<file path="src/monitor_reporter_pkg.sv">
// Transaction state, packet type and event codes, protocol constant and report queue entry
package monitor_reporter_pkg;

        // State of one slot in the transaction table
        typedef enum logic [1:0] {
                TRANS_ACTIVE   = 2'd0,
                TRANS_COMPLETE = 2'd1,
                TRANS_ERROR    = 2'd2,
                TRANS_ORPHANED = 2'd3
        } trans_state_e;

        // Monitor bus packet types, upper nibble of the packet
        typedef enum logic [3:0] {
                PKT_ERROR      = 4'h0,
                PKT_COMPLETION = 4'h1,
                PKT_THRESHOLD  = 4'h2,
                PKT_TIMEOUT    = 4'h3
        } pkt_type_e;

        // Fixed event codes for packets that carry no slot code
        localparam logic [3:0] EVT_TRANS_COMPLETE = 4'h0;
        localparam logic [3:0] EVT_THRESH_ACTIVE  = 4'h1;

        // Protocol field, this monitor only ever reports AXI
        localparam logic [2:0] PROTOCOL_AXI = 3'b000;

        // Width of the packet data field
        localparam int DATA_W = 35;

        // One queued report, formatted into a bus packet by the packer
        // Data holds the padded address for events, the active count for thresholds
        typedef struct packed {
                pkt_type_e          pkt_type;
                logic [3:0]         event_code;
                logic [5:0]         channel;
                logic [DATA_W-1:0]  data;
        } queue_entry_t;

endpackage : monitor_reporter_pkg

</file>
<file path="src/event_scanner.sv">
// Event scanner: table register, event selection, reported flags, threshold and event count
`timescale 1ns/1ps

module event_scanner
        import monitor_reporter_pkg::*;
#(
        parameter int MAX_TRANS  = 16,
        parameter int ADDR_WIDTH = 32
) (
        input  logic                            aclk,
        input  logic                            arst_n,
        input  logic [MAX_TRANS-1:0]            trans_valid,
        input  logic [2*MAX_TRANS-1:0]          trans_state,
        input  logic [MAX_TRANS-1:0]            trans_timeout,
        input  logic [4*MAX_TRANS-1:0]          trans_code,
        input  logic [6*MAX_TRANS-1:0]          trans_channel,
        input  logic [ADDR_WIDTH*MAX_TRANS-1:0] trans_addr,
        input  logic                            cfg_error_enable,
        input  logic                            cfg_timeout_enable,
        input  logic                            cfg_compl_enable,
        input  logic                            cfg_threshold_enable,
        input  logic [15:0]                     active_threshold,
        input  logic                            wr_ready,
        output logic                            wr_valid,
        output queue_entry_t                    wr_data,
        output logic [15:0]                     event_count,
        output logic [MAX_TRANS-1:0]            event_reported
);

        localparam int IDX_W = (MAX_TRANS > 1) ? $clog2(MAX_TRANS) : 1;

        // Address is only zero-padded into the data field
        if (ADDR_WIDTH > DATA_W) begin : g_addr_check
                $error("ADDR_WIDTH wider than the packet data field");
        end

        // Registered copy of the table
        logic [MAX_TRANS-1:0]            r_valid;
        logic [2*MAX_TRANS-1:0]          r_state;
        logic [MAX_TRANS-1:0]            r_timeout;
        logic [4*MAX_TRANS-1:0]          r_code;
        logic [6*MAX_TRANS-1:0]          r_channel;
        logic [ADDR_WIDTH*MAX_TRANS-1:0] r_addr;

        logic [MAX_TRANS-1:0] r_reported;
        logic                 r_crossed;
        logic [15:0]          r_event_count;

        logic [MAX_TRANS-1:0] w_err_cand;
        logic [MAX_TRANS-1:0] w_tmo_cand;
        logic [MAX_TRANS-1:0] w_cpl_cand;
        logic [MAX_TRANS-1:0] w_pick;
        logic [IDX_W-1:0]     w_sel_idx;
        logic                 w_any_event;
        logic                 w_over;
        logic                 w_thresh_offer;
        logic                 w_wr_fire;
        logic [15:0]          w_active_count;

        assign event_count    = r_event_count;
        assign event_reported = r_reported;

        // Candidate slots per kind, plus the active count
        always_comb begin
                trans_state_e slot_state;
                w_err_cand     = '0;
                w_tmo_cand     = '0;
                w_cpl_cand     = '0;
                w_active_count = '0;
                for (int i = 0; i < MAX_TRANS; i++) begin
                        slot_state = trans_state_e'(r_state[2*i +: 2]);
                        if (r_valid[i] && !r_reported[i]) begin
                                w_err_cand[i] = cfg_error_enable &&
                                        ((slot_state == TRANS_ERROR && !r_timeout[i]) ||
                                         slot_state == TRANS_ORPHANED);
                                w_tmo_cand[i] = cfg_timeout_enable && r_timeout[i] &&
                                        slot_state == TRANS_ERROR;
                                w_cpl_cand[i] = cfg_compl_enable && slot_state == TRANS_COMPLETE;
                        end
                        if (r_valid[i] && slot_state != TRANS_COMPLETE &&
                            slot_state != TRANS_ERROR) begin
                                w_active_count = w_active_count + 16'd1;
                        end
                end
        end

        // Highest-priority kind first, then lowest slot index
        always_comb begin
                if (|w_err_cand) begin
                        w_pick = w_err_cand;
                end else if (|w_tmo_cand) begin
                        w_pick = w_tmo_cand;
                end else begin
                        w_pick = w_cpl_cand;
                end
                w_sel_idx = '0;
                for (int i = MAX_TRANS - 1; i >= 0; i--) begin
                        if (w_pick[i]) begin
                                w_sel_idx = IDX_W'(i);
                        end
                end
        end

        assign w_any_event    = |w_pick;
        assign w_over         = w_active_count > active_threshold;
        assign w_thresh_offer = !w_any_event && cfg_threshold_enable && w_over && !r_crossed;
        assign wr_valid       = w_any_event || w_thresh_offer;
        assign w_wr_fire      = wr_valid && wr_ready;

        // Queue entry for the selected event or the threshold report
        always_comb begin
                wr_data = '0;
                if (w_any_event) begin
                        if (|w_err_cand) begin
                                wr_data.pkt_type   = PKT_ERROR;
                                wr_data.event_code = r_code[4*w_sel_idx +: 4];
                        end else if (|w_tmo_cand) begin
                                wr_data.pkt_type   = PKT_TIMEOUT;
                                wr_data.event_code = r_code[4*w_sel_idx +: 4];
                        end else begin
                                wr_data.pkt_type   = PKT_COMPLETION;
                                wr_data.event_code = EVT_TRANS_COMPLETE;
                        end
                        wr_data.channel = r_channel[6*w_sel_idx +: 6];
                        wr_data.data    = DATA_W'(r_addr[ADDR_WIDTH*w_sel_idx +: ADDR_WIDTH]);
                end else if (w_thresh_offer) begin
                        wr_data.pkt_type   = PKT_THRESHOLD;
                        wr_data.event_code = EVT_THRESH_ACTIVE;
                        wr_data.data       = DATA_W'(w_active_count);
                end
        end

        // Table payload, qualified by r_valid
        always_ff @(posedge aclk) begin
                r_state   <= trans_state;
                r_timeout <= trans_timeout;
                r_code    <= trans_code;
                r_channel <= trans_channel;
                r_addr    <= trans_addr;
        end

        always_ff @(posedge aclk or negedge arst_n) begin
                if (!arst_n) begin
                        r_valid       <= '0;
                        r_reported    <= '0;
                        r_crossed     <= 1'b0;
                        r_event_count <= '0;
                end else begin
                        r_valid <= trans_valid;
                        for (int i = 0; i < MAX_TRANS; i++) begin
                                // Slot going invalid frees it for the next transaction
                                if (!r_valid[i]) begin
                                        r_reported[i] <= 1'b0;
                                end else if (w_wr_fire && w_any_event &&
                                             w_sel_idx == IDX_W'(i)) begin
                                        r_reported[i] <= 1'b1;
                                end
                        end
                        if (w_wr_fire && w_thresh_offer) begin
                                r_crossed <= 1'b1;
                        end else if (!w_over) begin
                                r_crossed <= 1'b0;
                        end
                        if (w_wr_fire) begin
                                r_event_count <= r_event_count + 16'd1;
                        end
                end
        end

        // Offered entry must hold until the FIFO takes it
        a_wr_hold: assert property (@(posedge aclk) disable iff (!arst_n)
                wr_valid && !wr_ready |=> wr_valid && $stable(wr_data));

endmodule : event_scanner

</file>
<file path="src/monbus_packer.sv">
// Monitor bus packer: output register and 64-bit packet formatting
`timescale 1ns/1ps

module monbus_packer
        import monitor_reporter_pkg::*;
#(
        parameter logic [3:0] UNIT_ID  = 4'd9,
        parameter logic [7:0] AGENT_ID = 8'd99
) (
        input  logic         aclk,
        input  logic         arst_n,
        input  logic         rd_valid,
        input  queue_entry_t rd_data,
        output logic         rd_ready,
        input  logic         monbus_ready,
        output logic         monbus_valid,
        output logic [63:0]  monbus_packet
);

        queue_entry_t r_entry;

        // Take a new entry when empty or when the held packet leaves
        assign rd_ready = !monbus_valid || monbus_ready;

        always_ff @(posedge aclk) begin
                if (rd_ready && rd_valid) begin
                        r_entry <= rd_data;
                end
        end

        always_ff @(posedge aclk or negedge arst_n) begin
                if (!arst_n) begin
                        monbus_valid <= 1'b0;
                end else if (rd_ready) begin
                        monbus_valid <= rd_valid;
                end
        end

        // type | protocol | event | channel | unit | agent | data
        assign monbus_packet = {
                r_entry.pkt_type,
                PROTOCOL_AXI,
                r_entry.event_code,
                r_entry.channel,
                UNIT_ID,
                AGENT_ID,
                r_entry.data
        };

        // Stalled packet is held unchanged
        a_pkt_hold: assert property (@(posedge aclk) disable iff (!arst_n)
                monbus_valid && !monbus_ready |=> monbus_valid && $stable(monbus_packet));

endmodule : monbus_packer

</file>
<file path="src/monitor_reporter.sv">
// Monitor reporter top: event scanner, packet FIFO and monitor bus packer
`timescale 1ns/1ps

module monitor_reporter
        import monitor_reporter_pkg::*;
#(
        parameter int         MAX_TRANS  = 16,
        parameter int         ADDR_WIDTH = 32,
        parameter int         FIFO_DEPTH = 8,
        parameter logic [3:0] UNIT_ID    = 4'd9,
        parameter logic [7:0] AGENT_ID   = 8'd99
) (
        input  logic                            aclk,
        input  logic                            arst_n,
        input  logic [MAX_TRANS-1:0]            trans_valid,
        input  logic [2*MAX_TRANS-1:0]          trans_state,
        input  logic [MAX_TRANS-1:0]            trans_timeout,
        input  logic [4*MAX_TRANS-1:0]          trans_code,
        input  logic [6*MAX_TRANS-1:0]          trans_channel,
        input  logic [ADDR_WIDTH*MAX_TRANS-1:0] trans_addr,
        input  logic                            cfg_error_enable,
        input  logic                            cfg_timeout_enable,
        input  logic                            cfg_compl_enable,
        input  logic                            cfg_threshold_enable,
        input  logic [15:0]                     active_threshold,
        input  logic                            monbus_ready,
        output logic                            monbus_valid,
        output logic [63:0]                     monbus_packet,
        output logic [15:0]                     event_count,
        output logic [MAX_TRANS-1:0]            event_reported
);

        // Scanner to FIFO
        logic         w_wr_valid;
        logic         w_wr_ready;
        queue_entry_t w_wr_data;

        // FIFO to packer
        logic         w_rd_valid;
        logic         w_rd_ready;
        queue_entry_t w_rd_data;

        event_scanner #(
                .MAX_TRANS  (MAX_TRANS),
                .ADDR_WIDTH (ADDR_WIDTH)
        ) i_scanner (
                .aclk                 (aclk),
                .arst_n               (arst_n),
                .trans_valid          (trans_valid),
                .trans_state          (trans_state),
                .trans_timeout        (trans_timeout),
                .trans_code           (trans_code),
                .trans_channel        (trans_channel),
                .trans_addr           (trans_addr),
                .cfg_error_enable     (cfg_error_enable),
                .cfg_timeout_enable   (cfg_timeout_enable),
                .cfg_compl_enable     (cfg_compl_enable),
                .cfg_threshold_enable (cfg_threshold_enable),
                .active_threshold     (active_threshold),
                .wr_ready             (w_wr_ready),
                .wr_valid             (w_wr_valid),
                .wr_data              (w_wr_data),
                .event_count          (event_count),
                .event_reported       (event_reported)
        );

        packet_fifo #(
                .FIFO_DEPTH (FIFO_DEPTH)
        ) i_fifo (
                .aclk     (aclk),
                .arst_n   (arst_n),
                .wr_valid (w_wr_valid),
                .wr_data  (w_wr_data),
                .wr_ready (w_wr_ready),
                .rd_ready (w_rd_ready),
                .rd_valid (w_rd_valid),
                .rd_data  (w_rd_data)
        );

        monbus_packer #(
                .UNIT_ID  (UNIT_ID),
                .AGENT_ID (AGENT_ID)
        ) i_packer (
                .aclk          (aclk),
                .arst_n        (arst_n),
                .rd_valid      (w_rd_valid),
                .rd_data       (w_rd_data),
                .rd_ready      (w_rd_ready),
                .monbus_ready  (monbus_ready),
                .monbus_valid  (monbus_valid),
                .monbus_packet (monbus_packet)
        );

endmodule : monitor_reporter

</file>
<file path="src/packet_fifo.sv">
// Packet FIFO: ring buffer of queue entries with a registered read stage
`timescale 1ns/1ps

module packet_fifo
        import monitor_reporter_pkg::*;
#(
        parameter int FIFO_DEPTH = 8
) (
        input  logic         aclk,
        input  logic         arst_n,
        input  logic         wr_valid,
        input  queue_entry_t wr_data,
        output logic         wr_ready,
        input  logic         rd_ready,
        output logic         rd_valid,
        output queue_entry_t rd_data
);

        localparam int PTR_W = (FIFO_DEPTH > 1) ? $clog2(FIFO_DEPTH) : 1;

        queue_entry_t       r_mem [FIFO_DEPTH];
        logic [PTR_W-1:0]   r_wr_ptr;
        logic [PTR_W-1:0]   r_rd_ptr;
        logic [PTR_W:0]     r_count;
        logic               w_wr_fire;
        logic               w_load;

        assign wr_ready  = r_count != (PTR_W+1)'(FIFO_DEPTH);
        assign w_wr_fire = wr_valid && wr_ready;

        // Move the oldest entry into the output stage when it is free
        assign w_load = (r_count != '0) && (!rd_valid || rd_ready);

        always_ff @(posedge aclk) begin
                if (w_wr_fire) begin
                        r_mem[r_wr_ptr] <= wr_data;
                end
                if (w_load) begin
                        rd_data <= r_mem[r_rd_ptr];
                end
        end

        // Pointers wrap on their own since the depth is a power of two
        always_ff @(posedge aclk or negedge arst_n) begin
                if (!arst_n) begin
                        r_wr_ptr <= '0;
                        r_rd_ptr <= '0;
                        r_count  <= '0;
                        rd_valid <= 1'b0;
                end else begin
                        if (w_wr_fire) begin
                                r_wr_ptr <= r_wr_ptr + 1'b1;
                        end
                        if (w_load) begin
                                r_rd_ptr <= r_rd_ptr + 1'b1;
                                rd_valid <= 1'b1;
                        end else if (rd_ready) begin
                                rd_valid <= 1'b0;
                        end
                        r_count <= r_count + (PTR_W+1)'(w_wr_fire) - (PTR_W+1)'(w_load);
                end
        end

        // No write when full and no read when empty keep the occupancy in range
        a_no_write_full: assert property (@(posedge aclk) disable iff (!arst_n)
                (r_count <= (PTR_W+1)'(FIFO_DEPTH)));

        // Read pointer trails the write pointer by the occupancy
        a_no_read_empty: assert property (@(posedge aclk) disable iff (!arst_n)
                (r_rd_ptr + r_count[PTR_W-1:0]) == r_wr_ptr);

endmodule : packet_fifo

</file>
<file path="config.mk">
export PLATFORM = sky130hd
export DESIGN_NAME = monitor_reporter
export DESIGN_NICKNAME = d
export VERILOG_FILES = /design/src/monitor_reporter_pkg.sv /design/src/event_scanner.sv /design/src/monbus_packer.sv /design/src/monitor_reporter.sv /design/src/packet_fifo.sv
export SDC_FILE = /design/constraint.sdc
export NUM_CORES = 1
export LEC_CHECK = 0
export BUFFER_PORTS_ARGS = -buffer_cell sky130_fd_sc_hd__buf_4
export CORE_ASPECT_RATIO = 1.25
export CORE_MARGIN = 8
export CORE_UTILIZATION = 42
export DETAILED_ROUTE_END_ITERATION = 16
export PLACE_DENSITY_LB_ADDON = 0.08
export SLEW_MARGIN = 20
export SYNTH_ARGS = -nofsm -noshare
export SYNTH_HDL_FRONTEND = slang
export SYNTH_SLANG_ARGS = --single-unit
</file>
<file path="constraint.sdc">
create_clock -name aclk -period 17.6 [get_ports aclk]
set_clock_uncertainty 0.15 [all_clocks]
set_input_delay 2.64 -clock aclk [delete_from_list [all_inputs] [get_ports aclk]]
set_output_delay 2.64 -clock aclk [all_outputs]
set_load 0.01 [all_outputs]
</file>
### After elaboration in Yosys (flattened, before gate mapping)

Memory sizes are Yosys's and may differ from the RTL's. A register that Yosys moved wholly into a read port is not among the register bits.
Index checks and enable logic that the tools add are counted.

* register bits: 830
* bits in writable memories: 392
* input port bits: 759
* logic and storage cells: 512
* memories: 1

Memory list
* i_fifo.r_mem: words 8, width 49, rd ports 1, clocked after Yosys merged registers in 1, write ports 1, line packet_fifo.sv:21 `queue_entry_t r_mem [FIFO_DEPTH];`

* $add $sub $neg: 20
* multiply operators: 1
* $lt $le $gt $ge: 1
* equality and inequality tests: 113
* shift-type cells: 3
* multiplexer cells: 127
* reductions and logical operators: 213

Operators by type and width (number)
* $shiftx 512x10->32: 1
* $mux 16: 18
* $add 16x1->16 const B: 15
* $logic_and 1x1->1: 152
* $shiftx 96x8->6: 1
* $mux 1: 87
* $ne 2x2->1 const B: 33
* $eq 2x2->1 const B: 32
* $mux 4: 16
* $shiftx 64x7->4: 1
* $reduce_or 16->1: 3
* $logic_not 1->1: 36
* $mux 35: 1
* $eq 2x1->1 const B: 16
* $eq 4x4->1 const B: 8
* $ne 2x1->1 const B: 16
* $logic_or 1x1->1: 19
* $mux 6: 3
* $eq 4x3->1 const B: 4
* $gt 16x16->1: 1
* $mux 8: 2
* $eq 4x2->1 const B: 2
* $add 3x1->3 const B: 2
* $mul 2x4->6 const A: 1
* other kinds (8): 8

### Depth between registers and ports, before layout

Gate-level depths: netlist (run 1).

* depth in word-level cells: 43
* gate-level depth with buffers: 66
* gate-level depth less buffers: 65

### Cells and area by module

From an unflattened synthesis (run 1), not the netlist that was laid out.

* cells, all modules: 3264
* area, all modules: 44830.5 um^2

Modules (own cells, without submodules)
* event_scanner: instances 1, cells each 2518, area each 26397.8 um^2, sequential area each 15640.0 um^2
* packet_fifo: instances 1, cells each 676, area each 16787.4 um^2, sequential area each 13518.0 um^2
* monbus_packer: instances 1, cells each 70, area each 1645.3 um^2, sequential area each 1496.4 um^2

### Least setup slack after synthesis (run 1)

OpenSTA, ideal clock, no wires.

* kind: reg-to-reg
* from: register i_scanner.r_state[0]
* to: memory i_fifo.r_mem[3][0] in the netlist's numbering (enable)
* setup time: 0.509 ns
* arrival time: 14.632 ns
* required time: 16.941 ns
* slack: 2.309 ns
* stages on the path, launching flop included: 63
* path buffers: 1
* period minus slack after synthesis: 15.291 ns
* path through: dfxtp_1 > xnor2_1 > nand2_1 > inv_1 > ha_1 > inv_1 > a21oi_2 > nor2_1 > inv_1 > ha_1 > o21a_1 > ha_1 > nand3_1 > inv_1 > a21oi_1 > inv_1 > ha_1 > nor2_1 > [... 27 more ...] > nand2_1 > nor3_1 > or3b_1 > a21o_1 > a21o_1 > a2111o_1 > o211a_1 > ha_1 > o21a_1 > o21a_1 > o21ai_0 > a21boi_0 > o21ai_0 > a2111oi_0 > o21a_1 > clkbuf_1 > nand2_1 > nor3b_1

* word-level cells in the longest chain between the ends: 41
* elaborated cells on any way between the ends: 60

RTL lines
* start, declared: line event_scanner.sv:39 `logic [2*MAX_TRANS-1:0] r_state;`
* start signal, assigned: line event_scanner.sv:135 `r_state <= trans_state;`
* $ne 2x1->1: line event_scanner.sv:80 `if (r_valid[i] && slot_state != TRANS_COMPLETE &&`
* $logic_and 1x1->1 (2 in a row): line event_scanner.sv:80
* $mux 1: line event_scanner.sv:80
* $add 1x1->2: line event_scanner.sv:82 `w_active_count = w_active_count + 16'd1;`
* $mux 16: line event_scanner.sv:80
* $add 16x1->16: line event_scanner.sv:82
* $mux 16: line event_scanner.sv:80
* $add 16x1->16: line event_scanner.sv:82
* [... 24 more ...]
* $mux 16: line event_scanner.sv:80
* $gt 16x16->1: line event_scanner.sv:105 `assign w_over = w_active_count > active_threshold;`
* $logic_and 1x1->1 (2 in a row): line event_scanner.sv:106 `assign w_thresh_offer = !w_any_event && cfg_threshold_enable && w_over && !r_crossed;`
* $logic_or 1x1->1 *: line event_scanner.sv:107 `assign wr_valid = w_any_event || w_thresh_offer;`
* $logic_and 1x1->1 *: line packet_fifo.sv:29 `assign w_wr_fire = wr_valid && wr_ready;`
* named net i_fifo.w_wr_fire: line packet_fifo.sv:25 `logic w_wr_fire;`
* $mux 1 *: line packet_fifo.sv:35 `if (w_wr_fire) begin`
* $mux 1 (implied by the code) *: line packet_fifo.sv:36 `r_mem[r_wr_ptr] <= wr_data;`
* end, declared: line packet_fifo.sv:21

Mark *: on every way through the listed nets, which the timed path passes. The rest lies on a longest branch.

### Worst setup path in the final report (run 1)

* from: register i_scanner.r_state[0]
* to: memory i_fifo.r_mem[0][35] in the netlist's numbering (enable)

* word-level cells in the longest chain between the ends: 41
* elaborated cells on any way between the ends: 60

RTL lines (line)
* $ne 2x1->1: event_scanner.sv:80
* $logic_and 1x1->1 (2 in a row): event_scanner.sv:80
* $mux 1: event_scanner.sv:80
* $add 1x1->2: event_scanner.sv:82
* $mux 16: event_scanner.sv:80
* $add 16x1->16: event_scanner.sv:82
* $mux 16: event_scanner.sv:80
* $add 16x1->16: event_scanner.sv:82
* [... 23 more ...]
* $add 16x1->16: event_scanner.sv:82
* $mux 16: event_scanner.sv:80
* $gt 16x16->1: event_scanner.sv:105
* $logic_and 1x1->1 (2 in a row): event_scanner.sv:106
* $logic_or 1x1->1 *: event_scanner.sv:107
* $logic_and 1x1->1 *: packet_fifo.sv:29
* $mux 1 *: packet_fifo.sv:35
* $mux 1 (implied by the code) *: packet_fifo.sv:36

Every way passes the cells marked *; elsewhere a longest branch is shown, timed or not.

==> summary.md, run 1 <==
| Metric | Value |
|---|---|
| Clock slew at reported path FFs | around 60 ps |
| Ys flop type | dfxtp_1 |
| Share of layout cells above drive strength 1 | about a third |
| Post-synthesis cell count | ~3200 |
| Final Cell Area | about 55000 µm² |
| Seq cells post-synth | ~1200 |
| Residual DRC | 0 |
| Core Box Area | between 100000 and 150000 µm² |
| Port Buffers | 835 |
| Std-Cell Rows | ~130 |
| Most frequent CP cell | ha_1 |
| Commonest non-fill, non-tap cell in the layout | buf_4 |
| Cell variety after synth | around 110 |
| Vias in the first global route | about 31000 |
| Critical path's largest stage delay | about 630 ps |
| Pre-antenna DRT Iters | 5 |
| Largest family of logic cells by synthesized area | simple AND/OR/NAND/NOR gates |
| Routed Antenna Nets | 0 |
| Clk_lat worst skew | 730 ps |
| Via density | approximately 5.3 |
| Initial antenna violation count | 45 |
| Worst Path Max Fanout | 38 |
| Syn avg cell area | approximately 13 µm² |
| Fmax | a little under 0.07 GHz |
| Sequential fraction of the synthesis area | around two thirds |
| Die Area | approximately 110000 µm² |
| Clock tree from TritonCTS | done |
| PnR worst setup slack | 2890 ps |
| Clock sinks | about 1200 |
| Commonest cells after routing, fill and taps aside | buf_4 (885), dfxtp_1 (720), edfxtp_1 (440) |
| Final setup vio count | 0 |
| First-pass GRT wire length | around 220000 µm |
| RePlAce Congestion | approximately 0.89 |
| Area post-placement | ~51000 µm² |
| RSZ-0062 raised after global routing | false |
| Via total after detailed routing | around 29000 |
| Wire per inst | ~28 µm |
| Maximum clock insertion buffer count | 3 |
| CTS root buffer | clkbuf_16 |
| Worst-margin pin slew | 1220 ps |
| DP Wirelength | approximately 110000 µm |
| Nets | about 4800 |
| Post-synthesis mux area share | roughly 6.8% |
| Simple-Gate Fraction of Synth Area | 10.8% |
| # IOs | 856 |
| Pre-CTS setup slack | approximately 2800 ps |
| Final hold viol count | 0 |
| Xor/xnor share of the synthesized area | 2.24% |
| Overflow after GRT | 0 |
| HP Start | i_fifo.rd_data[2] |
| Adder-cell share of the synthesized area | 1.21% |
| Cell Pwr Density | between 150 and 200 nW/µm² |
| Fin. max-slew vios | 0 |
| Pint | ~6 mW |
| Initial DRC Count | roughly 2300 |
| Sequential power share | between 40% and 50% |
| Nature of the critical path startpoint | flip-flop |
| Area Overhead vs Synth | 27.7% |
| CTS resizes | 0 |
| Post-Syn Area | 42900 µm² |
| CP endpoint kind | flip-flop |
| Setup TNS Final | 0 ps |
| Worst Path Required | about 18000 ps |
| Min Tclk post-route | 14710 ps |
| Final wirelength | around 150000 µm |
| Chip Width | between 300 and 400 µm |
| Async set-reset flop share out of synthesis | 5.00% |
| Total Power | a little under 9 mW |
| Worst Hold Class | reg -> reg |
| Peak VDD IR | approximately 0.000082 V |
| Die height | 373 µm |
| Outcome | completed |
| Crit share post-route | between 80% and 90% |
| Worst R2R Start | i_scanner.r_state[0] |
| Post-layout util | between 50% and 60% |
| Sw Ratio | a little under a third |
| Slowest CP cell | a2111oi_0 |
| All-Layer GR Usage | between 20% and 30% |
| MaxCap Viol Count | 0 |
| Clk pwr share | between 20 and 30% |
| EDFF count, synth | 440 |
| Synth Warn # | 0 |
| Largest net degree at the start of global routing | approximately 120 |
| Combinational group share of total power | approximately 27% |
| H-tree depth | 3 |
| Synth Area in Compound Gates | under 10% |
| Initial core utilization | between 40% and 50% |
| Arrival time at the worst endpoint | about 15000 ps |
| Crit path kind | reg -> reg |
| Critical Path Start | i_scanner.r_state[0] |
| Worst slew margin | around 18% |
| Hold Buf Count CTS | 0 |
| Setup Fix Bufs, Post-CTS | 0 |
| Switching pwr | 2.68 mW |
| CTS buffer count | between 100 and 150 |
| Leak | 22.3 nW |
through the flow:
stage                     instances  hold slack [ps]
after floorplan                3226              250
after global placement         5255              251
after detailed placement       5255              255
after CTS                      5475              270
after global routing           5492              273
final                          5506              268
critical path: cells and delay by family, from the launching register on:
family / cells / cell delay (ps)
fa+ha+maj: 13 / 4010
buf+inv: 7 / 1120
simple gates: 17 / 3680
flops: 1 / 330
xor+xnor: 3 / 440
compound gates: 19 / 4050
mux: 2 / 480
per-layer routing:
metal	vias to the layer above	share of wire, %	GRT usage [%]
met5	-	0.041	0
met4	10	2.9	9.02
met3	213	8.0	7.00
met2	1053	50	45.3
met1	14500	39	31.6
li1	13500	-	-
flip-flops by register name, indices dropped and copies added, names as in the netlist, 32 cells and up:
| signal | flops |
|---|---|
| i_scanner.r_addr | 512 |
| i_fifo.r_mem | 352 |
| i_scanner.r_channel | 96 |
| i_scanner.r_code | 64 |
| i_fifo.rd_data | 44 |
| i_packer.monbus_packet | 44 |
| i_scanner.r_state | 32 |
power groups by stage:
stage / sequential (mW) / combinational, mW / clock [mW]
after global routing: 3.81 / 2.50 / 2.74
after global placement: 3.82 / 2.34 / 0
after CTS: 3.78 / 2.37 / 2.63
final: 3.77 / 2.32 / 2.58
after detailed placement: 3.83 / 2.36 / 0
after floorplan: 3.78 / 1.39 / 0
synthesized netlist by cell type (32+ instances only):
| library cell | instances | share of area (%) |
|---|---|---|
| o311ai_0 | 32 | 0.65 |
| inv_1 | 52 | 0.46 |
| mux2_2 | 67 | 1.8 |
| o221ai_1 | 75 | 1.5 |
| clkbuf_1 | 105 | 0.92 |
| a21oi_1 | 51 | 0.60 |
| ha_1 | 40 | 1.2 |
| dfrtp_1 | 61 | 3.6 |
| mux4_2 | 88 | 4.6 |
| dfxtp_1 | 720 | 34 |
| a31oi_1 | 53 | 0.77 |
| o21ai_0 | 38 | 0.44 |
| or3_1 | 51 | 0.74 |
| buf_1 | 32 | 0.28 |
| xnor2_1 | 42 | 0.86 |
| nor2_1 | 108 | 0.95 |
| nand3_1 | 152 | 1.8 |
| edfxtp_1 | 440 | 31 |
| and3_1 | 32 | 0.47 |
| nand2_1 | 414 | 3.6 |
cells by family (layout without fill, tap and decap cells):
family,after synthesis,after routing
compound gates,482,482
xor+xnor,86,86
fa+ha+maj,41,41
buf+inv,244,1163
flops,1221,1221
mux,171,171
other cells,2,60
simple gates,952,952
layout make-up:
class                           instances  area [µm²]
Fill cell                            8780       46900
Multi-Input combinational cell       1761       12900
Clock buffer                          175        3500
Timing Repair Buffer                  887        6680
Inverter                               56         213
Sequential cell                      1221       29200
Antenna cell                           31        77.6
Clock inverter                         45         522
Tap cell                             1330        1660
final timing paths:
check	endpoint	slack (ps)	cells after the start
max in group asynchronous	i_fifo.r_rd_ptr[1]	14760	1
max reg2reg	i_fifo.r_mem[0][35]	2890	61
min reg2reg	i_packer.monbus_packet[2]	270	0
max	i_fifo.r_mem[0][35]	2890	61
min in group asynchronous	i_scanner.event_count[8]	1890	1
min	i_packer.monbus_packet[2]	270	0
No activity file was read; power rests on OpenSTA's default activity.
==> run 2: changes to the inputs <==
Settings changed: ABC_AREA set to 1.
Clock period 17.6 ns to 14.8 ns, I/O delays scaled along.
==> summary.md, run 2 <==
| Metric | Value |
|---|---|
| Outcome | completed |
| GR Util met2 | 46.8% (+1.5 points) |
| Peak VDD IR | 0.000102 V (+25%) |
| Pre-CTS setup slack | 2500 ps (-300 ps) |
| Post-synth top area share | 33.4% (-0.18 points) |
| RePlAce Congestion | 0.882 (-0.82%) |
| All-Layer GR Usage | 26.3% (about the same) |
| Most frequent CP cell | nand2_1 |
| Number of flip-flops in the largest register | 512 (unchanged) |
| R2R Setup Slk | 2620 ps (-280 ps) |
| Setup Fix Bufs, Post-CTS | 0 (unchanged) |
| Gr busiest metal | met2 |
| Initial antenna violation count | 53 (+18%) |
| Initial DRC Count | 1824 (-20%) |
| Share of layout cells above drive strength 1 | 23.3% (-8.3 points) |
| Post-Syn Area | 43100 µm² (+0.54%) |
| Leak | 24.2 nW (+8.8%) |
| Port Buffers | 835 (unchanged) |
| Sequential power share | 42.9% (-0.6 points) |
| CP endpoint kind | flip-flop |
| Worst slew margin | 28.2% (+10 points) |
| Nature of the critical path startpoint | flip-flop |
| Worst path depth | 64 (+4.9%) |
| Vias in the first global route | 32200 (+5.4%) |
| Pint | 7.03 mW (+18%) |
| Std-Cell Rows | 131 (unchanged) |
| Crit share post-route | 82.3% (-1.2 points) |
| Top-count cell post-synth | nand2_1 |
| CTS root buffer | clkbuf_16 |
| Reg with most FFs | i_scanner.r_addr |
| Maximum clock insertion buffer count | 3 (unchanged) |
| Ys flop type | dfxtp_1 |
| Largest net degree at the start of global routing | 126 (+1.6%) |
| MaxCap Viol Count | 0 (unchanged) |
| Reg2reg path depth | 64 (+4.9%) |
| EDFF count, synth | 440 (unchanged) |
| Min Tclk post-route | 12180 ps (-2520 ps) |
| DP Cell Count | 6296 (+20%) |
| Worst-margin pin slew | 1070 ps (-153 ps) |
| Initial core utilization | 42.3% (+0.090 points) |
| Post-layout util | 53.8% (-0.077 points) |
| Commonest non-fill, non-tap cell in the layout | buf_4 |
| Fin. max-slew vios | 0 (unchanged) |
| WHS Path Cells | 0 (unchanged) |
| Die height | 374 µm (+0.26%) |
| Hold slack final | 267 ps (-1.66 ps) |
| Fmax | 0.0821 GHz (+21%) |
| Wire per inst | 23.3 µm (-16%) |
| Area Overhead vs Synth | 27.3% |
| Total Power | 10.7 mW (+23%) |
| DP Wirelength | 113000 µm (+1.4%) |
| Die Area | 113000 µm² (+0.51%) |
| Count of non-filler cells in the finished layout | 6558 (+19%) |
| Synth area leader | dfxtp_1 |
| Area contributors post-synth | dfxtp_1 (33%), edfxtp_1 (31%), nand2_1 (7.5%) |
| Fillers | 9215 (+5.0%) |
| Final wirelength | 153000 µm (+0.46%) |
| Synth Warn # | 0 (unchanged) |
| Post-synthesis cell count | 4256 (+33%) |
| Sequential fraction of the synthesis area | 67.6% (-0.36 points) |
| # IOs | 856 (unchanged) |
| Area post-placement | 50600 µm² (about the same) |
| Area of the multi-input gates | 11700 µm² (-9.6%) |
| First-pass GRT wire length | 219000 µm (+1.3%) |
| Hold Buf Count CTS | 0 (unchanged) |
| Seq cells post-synth | 1221 (unchanged) |
| Switching pwr | 3.62 mW (+35%) |
| Final hold viol count | 0 (unchanged) |
| Core Box Area | 102000 µm² (+0.32%) |
| Via total after detailed routing | 32300 (+10%) |
| Cell variety after synth | 51 (-54%) |
| CP bufs+invs | 8 (+1) |
| Nets | 5887 (+22%) |
| Top delay family on crit path | simple AND/OR/NAND/NOR gates |
| Clock tree from TritonCTS | done |
| Critical path's largest stage delay | 660 ps (+30 ps) |
| Clock sinks | 1221 (unchanged) |
| H-tree depth | 3 (unchanged) |
| Chip Width | 303 µm (+0.25%) |
| Combinational group share of total power | 28.0% (+1.2 points) |
| Via density | 4.92 (-7.5%) |
| RSZ-0062 raised after global routing | false |
| PnR worst setup slack | 2620 ps (-278 ps) |
| Worst Hold Class | reg -> reg |
| Overflow after GRT | 0 (unchanged) |
| Setup TNS Final | 0 ps (unchanged) |
| Critical Path Start | i_scanner.r_state[3] |
| Syn avg cell area | 10.1 µm² (-24%) |
| Commonest cells after routing, fill and taps aside | buf_4 (871), nand2_1 (858), dfxtp_1 (720) |
| Slowest CP cell | nor2_4 |
| Worst R2R Start | i_scanner.r_state[3] |
| Clock slew at reported path FFs | 60 ps (about the same) |
| Crit path kind | reg -> reg |
| Routed Antenna Nets | 0 (unchanged) |
| Met1 Use GR | 30.8% (-0.77 points) |
| Final setup vio count | 0 (unchanged) |
| Residual DRC | 0 (unchanged) |
| CTS buffer count | 118 (+0.85%) |
| Global routing usage on met3 | 5.78% (-1.2 points) |
| Cell Pwr Density | 194 nW/µm² (+23%) |
| CTS resizes | 0 (unchanged) |
| Pre-antenna DRT Iters | 5 (unchanged) |
| Sw Ratio | 34.0% (+3.0 points) |
| Register area | 29200 µm² (about the same) |
| Final Cell Area | 54900 µm² (+0.18%) |
| Clk pwr share | 29.1% (-0.7 points) |
| Arrival time at the worst endpoint | 12370 ps (-2540 ps) |
| Biggest regs | i_scanner.r_addr (512), i_fifo.r_mem (352), i_scanner.r_channel (96) |
| HP Start | i_fifo.rd_data[24] |
| Async set-reset flop share out of synthesis | 5.00% (unchanged) |
| Clk_lat worst skew | 730 ps (about the same) |
| Worst Path Max Fanout | 25 (-34%) |
| Commonest cells post-synth | nand2_1 (859), dfxtp_1 (720), nor2_1 (470) |
| Worst Path Required | 14990 ps (-2810 ps) |
[run 2: cell types whose count changed in the layout (fill, tap and decap cells not counted), sizes merged, moves of 67 or more]
| cell | previous run | this run |
|---|---|---|
| nor2 | 109 | 488 |
| mux2 | 67 | 0 |
| nand2 | 414 | 905 |
| mux4 | 88 | 0 |
| o21ai | 39 | 516 |
| inv | 68 | 413 |
| o221ai | 75 | 1 |
[run 2: layout make-up]
| type | count | share of cell area, % |
|---|---|---|
| timing repair buffer | 874 | 12.0 |
| sequential | 1221 | 53.1 |
| clock inverter | 55 | 1.10 |
| tap | 1330 | 3.03 |
| inverter | 411 | 2.82 |
| antenna | 41 | 0.187 |
| multi-input combinational | 2461 | 21.3 |
| clock buffer | 165 | 6.34 |
[run 2: path summary, 6_finish.rpt]
check	endpoint
worst max-delay path	i_fifo.r_mem[3][4]
worst min-delay path	i_packer.monbus_packet[24]
worst max register to register	i_fifo.r_mem[3][4]
worst min register to register	i_packer.monbus_packet[24]
max in group asynchronous	i_fifo.r_rd_ptr[0]
min in group asynchronous	i_scanner.event_count[8]
[run 2: power groups by stage]
| stage | sequential, mW | clock (mW) | combinational [mW] |
|---|---|---|---|
| 2_1_floorplan | 4.64 | 0 | 1.67 |
| 3_3_place_gp | 4.64 | 0 | 2.99 |
| 3_5_place_dp | 4.65 | 0 | 3.02 |
| 4_1_cts | 4.58 | 3.16 | 3.02 |
| 5_1_grt | 4.63 | 3.29 | 3.30 |
| 6_report | 4.57 | 3.10 | 2.98 |
[run 2: per-layer routing]
| layer | routed length, µm | share of wire [%] |
|---|---|---|
| met5 | 68 | 0.045 |
| met2 | 78900 | 52 |
| met4 | 4530 | 3.0 |
| met3 | 9550 | 6.3 |
| met1 | 59400 | 39 |
[run 2: cells by family (layout without fill, tap and decap cells)]
family | after synthesis | after routing | synth area share [%]
flops | 1221 | 1221 | 67.6
buf+inv | 601 | 1505 | 5.72
other cells | 2 | 70 | 0.0174
xor+xnor | 22 | 22 | 0.447
compound gates | 665 | 665 | 8.09
simple gates | 1704 | 1704 | 16.9
fa+ha+maj | 41 | 41 | 1.21
[run 2: worst reg2reg max path: cells and delay by family (launching register included)]
family	cells	cell delay (ps)
and+or+nand+nor	37	4710
DFF	1	330
AOI/OAI and AO/OA	4	1010
buffers and inverters	8	1210
adders and majority gates	15	4430
